===== src/verilog/loader_pkg.sv =====
// Loader package with sizes, index codes, base addresses, CRT and BASIC constants, bus structs
package loader_pkg;

	// ======================================================================
	// Sizes and file index codes
	// ======================================================================
	localparam int ADDR_W = 25;

	localparam logic [7:0] IDX_PRG     = 8'h04;
	localparam logic [7:0] IDX_CRT     = 8'h05;
	localparam logic [7:0] IDX_CRT_ALT = 8'hC0;
	localparam logic [7:0] IDX_TAP     = 8'h06;

	// Memory regions for cartridge and tape images
	localparam logic [ADDR_W-1:0] CART_BASE = 25'h100000;
	localparam logic [ADDR_W-1:0] TAP_BASE  = 25'h200000;

	// ======================================================================
	// CRT header layout
	// ======================================================================
	localparam logic [ADDR_W-1:0] CRT_ID_HI      = 25'h16;
	localparam logic [ADDR_W-1:0] CRT_ID_LO      = 25'h17;
	localparam logic [ADDR_W-1:0] CRT_EXROM      = 25'h18;
	localparam logic [ADDR_W-1:0] CRT_GAME       = 25'h19;
	localparam logic [ADDR_W-1:0] CRT_CHIP_START = 25'h40;

	// ======================================================================
	// BASIC zero-page pointers patched after a PRG load
	// ======================================================================
	localparam logic [8:0] MEMINIT_END = 9'h100;

	localparam logic [7:0] BASIC_TXT_LO  = 8'h2B;
	localparam logic [7:0] BASIC_TXT_HI  = 8'h2C;
	localparam logic [7:0] BASIC_SAVE_LO = 8'hAC;
	localparam logic [7:0] BASIC_SAVE_HI = 8'hAD;

	// VAR, ARY, STR and LOAD_END low bytes, each high byte follows
	localparam logic [3:0][7:0] BASIC_END_PTRS = {8'hAE, 8'h31, 8'h2F, 8'h2D};

	// ======================================================================
	// Struct types
	// ======================================================================
	typedef struct packed {
		logic              download;
		logic              wr;
		logic [7:0]        index;
		logic [ADDR_W-1:0] addr;
		logic [7:0]        data;
	} dl_byte_t;

	typedef struct packed {
		logic              valid;
		logic [ADDR_W-1:0] addr;
		logic [7:0]        data;
	} mem_wr_t;

	typedef struct packed {
		logic              ce;
		logic              we;
		logic [ADDR_W-1:0] addr;
		logic [7:0]        data;
	} mem_req_t;

	typedef struct packed {
		logic [15:0] id;
		logic [7:0]  exrom;
		logic [7:0]  game;
		logic        attached;
	} cart_info_t;

	typedef struct packed {
		logic        wr;
		logic [7:0]  bank_type;
		logic [15:0] bank_num;
		logic [15:0] laddr;
		logic [15:0] size;
	} cart_bank_t;

endpackage


===== src/verilog/prg_injector.sv =====
// PRG loader: load address capture, data write requests and BASIC pointer patch pass
module prg_injector (
	input  logic                 clk_sys,
	input  logic                 reset_n,
	input  loader_pkg::dl_byte_t dl_i,
	input  logic                 busy_i,
	output loader_pkg::mem_wr_t  wr_o
);

	logic        is_prg;
	logic        dl_prev;
	logic [15:0] load_addr;
	logic [15:0] end_addr;
	logic        patch_active;
	logic [8:0]  patch_addr;
	logic        patch_step;
	logic        patch_done;
	logic [8:0]  patch_entry;

	// Value written at a zero-page location, bit 8 marks a pointer hit
	function automatic logic [8:0] patch_lookup(input logic [7:0] loc, input logic [15:0] end_val);
		logic [8:0] entry;
		int         i;
		entry = 9'd0;
		case (loc)
			loader_pkg::BASIC_TXT_LO:  entry = {1'b1, 8'h01};
			loader_pkg::BASIC_TXT_HI:  entry = {1'b1, 8'h08};
			loader_pkg::BASIC_SAVE_LO: entry = {1'b1, 8'h00};
			loader_pkg::BASIC_SAVE_HI: entry = {1'b1, 8'h00};
			default:                   entry = 9'd0;
		endcase
		// All end pointers receive the load end address
		for (i = 0; i < 4; i++) begin
			if (loc == loader_pkg::BASIC_END_PTRS[i])
				entry = {1'b1, end_val[7:0]};
			if (loc == loader_pkg::BASIC_END_PTRS[i] + 8'd1)
				entry = {1'b1, end_val[15:8]};
		end
		return entry;
	endfunction

	assign is_prg      = (dl_i.index == loader_pkg::IDX_PRG);
	assign patch_step  = patch_active & ~busy_i;
	assign patch_done  = (patch_addr == loader_pkg::MEMINIT_END);
	assign patch_entry = patch_lookup(patch_addr[7:0], end_addr);

	// Data bytes go straight out; the patch pass only writes at pointer hits
	always_comb begin
		wr_o.valid = 1'b0;
		wr_o.addr  = {{(loader_pkg::ADDR_W-16){1'b0}}, load_addr};
		wr_o.data  = dl_i.data;
		if (dl_i.wr && is_prg && dl_i.addr > 25'd1) begin
			wr_o.valid = 1'b1;
		end else if (patch_step && !patch_done) begin
			wr_o.valid = patch_entry[8];
			wr_o.addr  = {{(loader_pkg::ADDR_W-9){1'b0}}, patch_addr};
			wr_o.data  = patch_entry[7:0];
		end
	end

	always_ff @(posedge clk_sys) begin
		if (!reset_n) begin
			dl_prev      <= 1'b0;
			patch_active <= 1'b0;
			patch_addr   <= 9'd0;
		end else begin
			dl_prev <= dl_i.download;

			if (dl_i.wr && is_prg) begin
				// Two-byte header, low byte first
				if (dl_i.addr == 25'd0) begin
					load_addr[7:0] <= dl_i.data;
					end_addr[7:0]  <= dl_i.data;
				end else if (dl_i.addr == 25'd1) begin
					load_addr[15:8] <= dl_i.data;
					end_addr[15:8]  <= dl_i.data;
				end else begin
					load_addr <= load_addr + 16'd1;
					end_addr  <= end_addr + 16'd1;
				end
			end

			// End of file starts the zero-page walk
			if (dl_prev && !dl_i.download && is_prg && !patch_active) begin
				patch_active <= 1'b1;
				patch_addr   <= 9'd0;
			end

			// One location per free slot, hit or skip
			if (patch_step) begin
				if (patch_done)
					patch_active <= 1'b0;
				else
					patch_addr <= patch_addr + 9'd1;
			end
		end
	end

endmodule


===== src/verilog/crt_parser.sv =====
// CRT loader: header capture, CHIP packet parsing, 8 KB alignment and cartridge write requests
module crt_parser (
	input  logic                   clk_sys,
	input  logic                   reset_n,
	input  loader_pkg::dl_byte_t   dl_i,
	output loader_pkg::mem_wr_t    wr_o,
	output loader_pkg::cart_info_t cart_o,
	output loader_pkg::cart_bank_t bank_o
);

	logic                          is_crt;
	logic                          dl_prev;
	logic [loader_pkg::ADDR_W-1:0] wr_addr;
	logic [31:0]                   blk_len;
	logic [3:0]                    hdr_cnt;
	logic                          in_chips;
	logic                          chip_start;
	logic                          in_header;
	logic                          in_data;

	assign is_crt = (dl_i.index == loader_pkg::IDX_CRT) ||
	                (dl_i.index == loader_pkg::IDX_CRT_ALT);

	// Packet state decode for the current byte
	assign in_chips   = (dl_i.addr >= loader_pkg::CRT_CHIP_START);
	assign chip_start = in_chips && (blk_len == 32'd0) && (hdr_cnt == 4'd0);
	assign in_header  = in_chips && (hdr_cnt != 4'd0);
	assign in_data    = in_chips && (hdr_cnt == 4'd0) && (blk_len != 32'd0);

	always_comb begin
		wr_o.valid = dl_i.wr && is_crt && in_data;
		wr_o.addr  = wr_addr;
		wr_o.data  = dl_i.data;
	end

	always_ff @(posedge clk_sys) begin
		if (!reset_n) begin
			dl_prev         <= 1'b0;
			blk_len         <= 32'd0;
			hdr_cnt         <= 4'd0;
			cart_o.attached <= 1'b0;
			bank_o.wr       <= 1'b0;
		end else begin
			dl_prev   <= dl_i.download;
			bank_o.wr <= 1'b0;

			// Detached while loading, attached once the file is complete
			if (is_crt && dl_prev != dl_i.download)
				cart_o.attached <= dl_prev;

			if (dl_i.wr && is_crt) begin
				if (dl_i.addr == '0) begin
					wr_addr <= loader_pkg::CART_BASE;
					blk_len <= 32'd0;
					hdr_cnt <= 4'd0;
				end

				// ==========================================================
				// File header fields
				// ==========================================================
				if (dl_i.addr == loader_pkg::CRT_ID_HI)
					cart_o.id[15:8] <= dl_i.data;
				if (dl_i.addr == loader_pkg::CRT_ID_LO)
					cart_o.id[7:0] <= dl_i.data;
				if (dl_i.addr == loader_pkg::CRT_EXROM)
					cart_o.exrom <= dl_i.data;
				if (dl_i.addr == loader_pkg::CRT_GAME)
					cart_o.game <= dl_i.data;

				// ==========================================================
				// CHIP packets
				// ==========================================================
				if (chip_start) begin
					hdr_cnt <= 4'd1;
					// Each bank starts on an 8 KB boundary
					if (wr_addr[12:0] != 13'd0)
						wr_addr <= {wr_addr[loader_pkg::ADDR_W-1:13] + 1'b1, 13'd0};
				end else if (in_header) begin
					hdr_cnt <= hdr_cnt + 4'd1;
					case (hdr_cnt)
						4'd4:  blk_len[31:24] <= dl_i.data;
						4'd5:  blk_len[23:16] <= dl_i.data;
						4'd6:  blk_len[15:8]  <= dl_i.data;
						4'd7:  blk_len[7:0]   <= dl_i.data;
						// Packet length includes its 16 header bytes
						4'd8:  blk_len <= blk_len - 32'd16;
						4'd9:  bank_o.bank_type <= dl_i.data;
						4'd10: bank_o.bank_num[15:8] <= dl_i.data;
						4'd11: bank_o.bank_num[7:0]  <= dl_i.data;
						4'd12: bank_o.laddr[15:8] <= dl_i.data;
						4'd13: bank_o.laddr[7:0]  <= dl_i.data;
						4'd14: bank_o.size[15:8] <= dl_i.data;
						4'd15: begin
							bank_o.size[7:0] <= dl_i.data;
							bank_o.wr        <= 1'b1;
						end
						default: ;
					endcase
				end else if (in_data) begin
					blk_len <= blk_len - 32'd1;
					wr_addr <= wr_addr + 1'b1;
				end
			end
		end
	end

endmodule


===== src/verilog/tap_capture.sv =====
// TAP loader: tape data write requests and tape length register
module tap_capture (
	input  logic                          clk_sys,
	input  logic                          reset_n,
	input  loader_pkg::dl_byte_t          dl_i,
	output loader_pkg::mem_wr_t           wr_o,
	output logic [loader_pkg::ADDR_W-1:0] tape_len_o
);

	logic                          is_tap;
	logic                          dl_prev;
	logic [loader_pkg::ADDR_W-1:0] wr_addr;
	logic [loader_pkg::ADDR_W-1:0] cur_addr;

	assign is_tap = (dl_i.index == loader_pkg::IDX_TAP);

	// First byte of the file restarts at the tape base
	assign cur_addr = (dl_i.addr == '0) ? loader_pkg::TAP_BASE : wr_addr;

	always_comb begin
		wr_o.valid = dl_i.wr && is_tap;
		wr_o.addr  = cur_addr;
		wr_o.data  = dl_i.data;
	end

	always_ff @(posedge clk_sys) begin
		if (!reset_n) begin
			dl_prev    <= 1'b0;
			tape_len_o <= '0;
		end else begin
			dl_prev <= dl_i.download;

			if (dl_i.wr && is_tap)
				wr_addr <= cur_addr + 1'b1;

			// Length is the distance covered from the base
			if (is_tap && dl_prev && !dl_i.download)
				tape_len_o <= wr_addr - loader_pkg::TAP_BASE;
		end
	end

endmodule


===== src/verilog/mem_slot.sv =====
// Single pending write slot issued in the io-cycle idle window, with host wait
module mem_slot (
	input  logic                 clk_sys,
	input  logic                 reset_n,
	input  logic                 io_cycle_i,
	input  loader_pkg::mem_wr_t  prg_i,
	input  loader_pkg::mem_wr_t  crt_i,
	input  loader_pkg::mem_wr_t  tap_i,
	output logic                 busy_o,
	output loader_pkg::mem_req_t mem_req_o
);

	loader_pkg::mem_wr_t           sel;
	logic                          pend;
	logic [loader_pkg::ADDR_W-1:0] pend_addr;
	logic [7:0]                    pend_data;
	logic                          io_prev;
	logic                          io_fall;
	logic                          io_high2;

	// Fixed priority, only one loader is active per file
	always_comb begin
		if (prg_i.valid)
			sel = prg_i;
		else if (crt_i.valid)
			sel = crt_i;
		else
			sel = tap_i;
	end

	assign io_fall  = io_prev & ~io_cycle_i;
	assign io_high2 = io_prev & io_cycle_i;
	assign busy_o   = pend;

	always_ff @(posedge clk_sys) begin
		if (!reset_n) begin
			pend         <= 1'b0;
			io_prev      <= 1'b0;
			mem_req_o.ce <= 1'b0;
			mem_req_o.we <= 1'b0;
		end else begin
			io_prev <= io_cycle_i;

			// Bus handed back to the computer
			if (io_high2) begin
				mem_req_o.ce <= 1'b0;
				mem_req_o.we <= 1'b0;
			end

			// Idle window opens on the falling io-cycle edge
			if (io_fall && pend) begin
				mem_req_o.ce   <= 1'b1;
				mem_req_o.we   <= 1'b1;
				mem_req_o.addr <= pend_addr;
				mem_req_o.data <= pend_data;
				pend           <= 1'b0;
			end

			if (sel.valid) begin
				pend      <= 1'b1;
				pend_addr <= sel.addr;
				pend_data <= sel.data;
			end
		end
	end

endmodule


===== src/verilog/c64_loader.sv =====
// Download path top level: PRG, CRT and TAP loaders sharing one memory write slot
module c64_loader (
	input  logic                          clk_sys,
	input  logic                          reset_n,
	input  loader_pkg::dl_byte_t          dl_i,
	input  logic                          io_cycle_i,
	output logic                          ioctl_wait_o,
	output loader_pkg::mem_req_t          mem_req_o,
	output loader_pkg::cart_info_t        cart_o,
	output loader_pkg::cart_bank_t        bank_o,
	output logic [loader_pkg::ADDR_W-1:0] tape_len_o
);

	loader_pkg::mem_wr_t prg_wr;
	loader_pkg::mem_wr_t crt_wr;
	loader_pkg::mem_wr_t tap_wr;

	prg_injector u_prg (
		.clk_sys (clk_sys),
		.reset_n (reset_n),
		.dl_i    (dl_i),
		.busy_i  (ioctl_wait_o),
		.wr_o    (prg_wr)
	);

	crt_parser u_crt (
		.clk_sys (clk_sys),
		.reset_n (reset_n),
		.dl_i    (dl_i),
		.wr_o    (crt_wr),
		.cart_o  (cart_o),
		.bank_o  (bank_o)
	);

	tap_capture u_tap (
		.clk_sys    (clk_sys),
		.reset_n    (reset_n),
		.dl_i       (dl_i),
		.wr_o       (tap_wr),
		.tape_len_o (tape_len_o)
	);

	// Slot busy doubles as the host wait level
	mem_slot u_slot (
		.clk_sys    (clk_sys),
		.reset_n    (reset_n),
		.io_cycle_i (io_cycle_i),
		.prg_i      (prg_wr),
		.crt_i      (crt_wr),
		.tap_i      (tap_wr),
		.busy_o     (ioctl_wait_o),
		.mem_req_o  (mem_req_o)
	);

endmodule


===== config.mk =====
export PLATFORM = sky130hd
export DESIGN_NAME = c64_loader
export DESIGN_NICKNAME = d
export VERILOG_FILES = /design/src/verilog/loader_pkg.sv /design/src/verilog/prg_injector.sv /design/src/verilog/crt_parser.sv /design/src/verilog/tap_capture.sv /design/src/verilog/mem_slot.sv /design/src/verilog/c64_loader.sv
export SDC_FILE = /design/constraint.sdc
export NUM_CORES = 1
export LEC_CHECK = 0
export BUFFER_PORTS_ARGS = -buffer_cell sky130_fd_sc_hd__clkbuf_2
export CAP_MARGIN = 20
export CORE_MARGIN = 10
export CORE_UTILIZATION = 30
export DETAILED_ROUTE_END_ITERATION = 10
export GPL_ROUTABILITY_DRIVEN = 0
export PLACE_DENSITY_LB_ADDON = 0.25
export SLEW_MARGIN = 10
export SYNTH_ARGS = -nofsm -noshare
export SYNTH_HDL_FRONTEND = slang
export SYNTH_SLANG_ARGS = --single-unit
export TNS_END_PERCENT = 50

===== constraint.sdc =====
create_clock -name clk_sys -period 3.6 [get_ports clk_sys]
set_clock_uncertainty 0.1 [all_clocks]
set_input_delay 0.36 -clock clk_sys [delete_from_list [all_inputs] [get_ports clk_sys]]
set_output_delay 0.36 -clock clk_sys [all_outputs]
set_load 0.02 [all_outputs]

==> out/qor.yml <==
outcome: "finished clean"
period_needed_ps: 3430
rsz0062_at_grt: "no"
crit_family: "simple AND/OR/NAND/NOR gates"
drive_gt1_share_pct: 19.2
grt_usage_pct: 16.6
path_buf_inv: 4
r2r_setup_slack_ps: 170
coreArea_sq_um: 51400
syn2layout_area_growth_pct: 20.1
switching_share_pct: 23.6
synthSimpleGateAreaFrac_pct: 19.3
synth_edf_count: 236
async_flop_share_pct: 0
synth_seq_area_share_pct: 55.3
dieArea_sq_um: 61500
yosysUniqueCellTypes: 81
final_common_cell: "edfxtp_1"
fill_cells: 5165
antenna_found_initial: 0
hpwlAfterDp_um: 37200
clk_latency_ps: 530
cts_root_buf: "clkbuf_16"
cts_sinks: 313
drc_errors: 0
powerDensity_nw_per_um2: 424
fmax_mhz: 291
pwr-share-clk_pct: 43.8
clock_path_buffers: 3
whs_ps: 125
syn_nets: 1617
final_util_pct: 36.5
drt_wl_total_um: 52800
ys_ff_latch: 313
p_leak_uw: 0.00680
rows: 83
yosys_warnings: 0
p_comb_share_pct: 7.6
die_w_um: 248
path_common_cell: "buf_4"
cts_buffers: 36
antenna_left: 0
grt_pass1_vias: 12900
worstPathCellList: "inv_1, ha_1, or4b_1, nor4b_4, buf_4, and3_1, nor3_2, a211oi_1, buf_4, nor2_2, buf_4"
cpPeakStageDelay_ps: 650
start_util_pct: 30.4
critPathArrivalTime_ps: 3580
min_path_type: "in2reg"
die_h_um: 248
io_buffers: 196
worstPathMaxFanout: 25
endpoint_kind: "flop"
grt_pass1_wl_um: 79400
final_cell_mix: "edfxtp_1 (236), clkbuf_2 (196), nand2_1 (179), nor2_1 (139), a21oi_1 (137)"
ir_drop_mv: 0.234
synth_top_family_by_area: "simple AND/OR/NAND/NOR gates"
crit_type: "reg2reg"
slew_headroom_pct: 44.6
synthMuxAreaShare_pct: 0.449
crit_required_ps: 3750
cp-start-kind: "flop"
post_drt_wl_per_cell_um: 21.3
setup-tns-final_ps: 0
cts_resized: 0
critPathSlowestCell: "or4b_1"
cts_post_setup_buffers_inserted: 0
internal_power_uw: 6080
pwr-share-seq_pct: 48.7
htreeDepth: 2
syn_inst: 1552
worst_slew_pin_slew_ps: 828
layout.nets: 1835
setup_viol: 0
grt_max_degree: 63
clk_pin_slew_ps: 60
cts_tree: "yes"
max_cap_violations: 0
p_sw_uw: 1870
via_per_inst: 5.43
diodes: 0
vias: 13500
synth_compound_gate_area_share_pct: 16.0
drv_slew: 0
synth-xor-area-share_pct: 4.27
drt-initial-drc-count: 1194
period_share_pct: 95.3
ioPinCount: 197
synthFlopType: "edfxtp_1"
overflow: 0
synth-adder-area-share_pct: 1.52
netlist_area_sq_um: 15600
hold_viol: 0
dr.pass1.iters: 7
postSynthAreaPerCell_sq_um: 10.1
==> timing repair <==
action                                 CTS  global route
setup endpoints to repair                0             0
hold buffers                             1             0
endpoints found under the hold margin    2             0
==> state kept, by name (all words and copies together), names as in the netlist <==
signal,cells
u_crt.blk_len,32
u_tap.tape_len_o,25
u_slot.pend_data,8
u_slot.pend_addr,25
u_crt.cart_o,33
u_prg.end_addr,16
u_prg.patch_addr,9
u_crt.wr_addr,25
u_crt.dl_prev,1
u_slot.io_prev,1
u_slot.busy_o,1
u_crt.bank_o,57
u_prg.patch_active,1
u_prg.load_addr,16
u_tap.wr_addr,25
u_crt.hdr_cnt,4
u_slot.mem_req_o,34
==> cells by family (layout without fill, tap and decap cells) <==
logic type	after synthesis	after routing
buffers and inverters	118	362
xor gates and xnor gates	76	76
AOI/OAI and AO/OA	405	405
muxes	7	7
and+or+nand+nor	614	614
adders and majority gates	19	19
DFF	313	313
==> worst min-delay path, cell delays in order <==
cell and delay, ps:
clkbuf_2 80, inv_1 140, nor2_1 130
==> cell type report <==
| type | instances | area [sq um] | area share (%) |
|---|---|---|---|
| clock buffer | 50 | 995 | 5.31 |
| clock inverter | 14 | 103 | 0.548 |
| inverter | 29 | 109 | 0.581 |
| multi-input combinational | 1121 | 6520 | 34.8 |
| sequential | 313 | 8630 | 46.0 |
| tap | 680 | 851 | 4.54 |
| timing repair buffer | 269 | 1530 | 8.17 |
==> layer usage <==
layer	GRT usage (%)	share of wire, %
met1	21.3	41
met2	27.4	48
met3	2.69	7.2
met4	6.83	3.7
met5	0	0
==> through the flow <==
stage | total power, uW | worst slack, ps | cell area, sq um | cells
after floorplan | 4300 | 18.9 | 15600 | 1552
after global placement | 4520 | 153 | 17600 | 2411
after detailed placement | 4530 | 276 | 17600 | 2411
after CTS | 8030 | 237 | 18700 | 2476
after global routing | 8240 | 16.3 | 18700 | 2476
final | 7950 | 168 | 18700 | 2476
==> power groups by stage <==
stage / sequential [uW] / clock (uW) / combinational [uW]
finish: 3870 / 3480 / 601
global route: 3870 / 3730 / 644
global placement: 3950 / 0 / 576
detailed placement: 3950 / 0 / 584
CTS: 3870 / 3570 / 589
floorplan: 3940 / 0 / 354
==> synthesized netlist by cell type, types with 8 or more instances <==
cell | number | area share [%]
a211oi_1 | 11 | 0.53
edfxtp_1 | 236 | 45
nand2_1 | 179 | 4.3
xnor2_1 | 42 | 2.4
nor3_1 | 33 | 1.1
clkbuf_1 | 69 | 1.7
nor2_1 | 141 | 3.4
o21ai_1 | 50 | 1.6
a21oi_1 | 138 | 4.4
nand4_1 | 19 | 0.76
o31ai_1 | 10 | 0.48
buf_2 | 13 | 0.42
a21o_1 | 11 | 0.53
o21ai_0 | 51 | 1.6
and2_1 | 25 | 1.0
o211ai_1 | 10 | 0.48
ha_1 | 19 | 1.5
xor2_1 | 34 | 1.9
inv_1 | 28 | 0.67
and3_1 | 41 | 1.6
or2_2 | 8 | 0.32
a31oi_1 | 25 | 1.0
nand3_1 | 84 | 2.7
nor4_1 | 22 | 0.88
or3_1 | 14 | 0.56
dfxtp_1 | 77 | 9.9
a22oi_1 | 20 | 0.96
==> path summary, 6_finish.rpt <==
path / from / end / cells after the start
worst max-delay path: u_crt.blk_len[4] / u_slot.pend_addr[5] / 11
worst min-delay path: dl_i[42] / u_crt.dl_prev / 3
worst max register to register: u_crt.blk_len[4] / u_slot.pend_addr[5] / 11
worst min register to register: u_slot.pend_data[4] / u_slot.mem_req_o[4] / 0
Power figures use the tool's default switching activity.
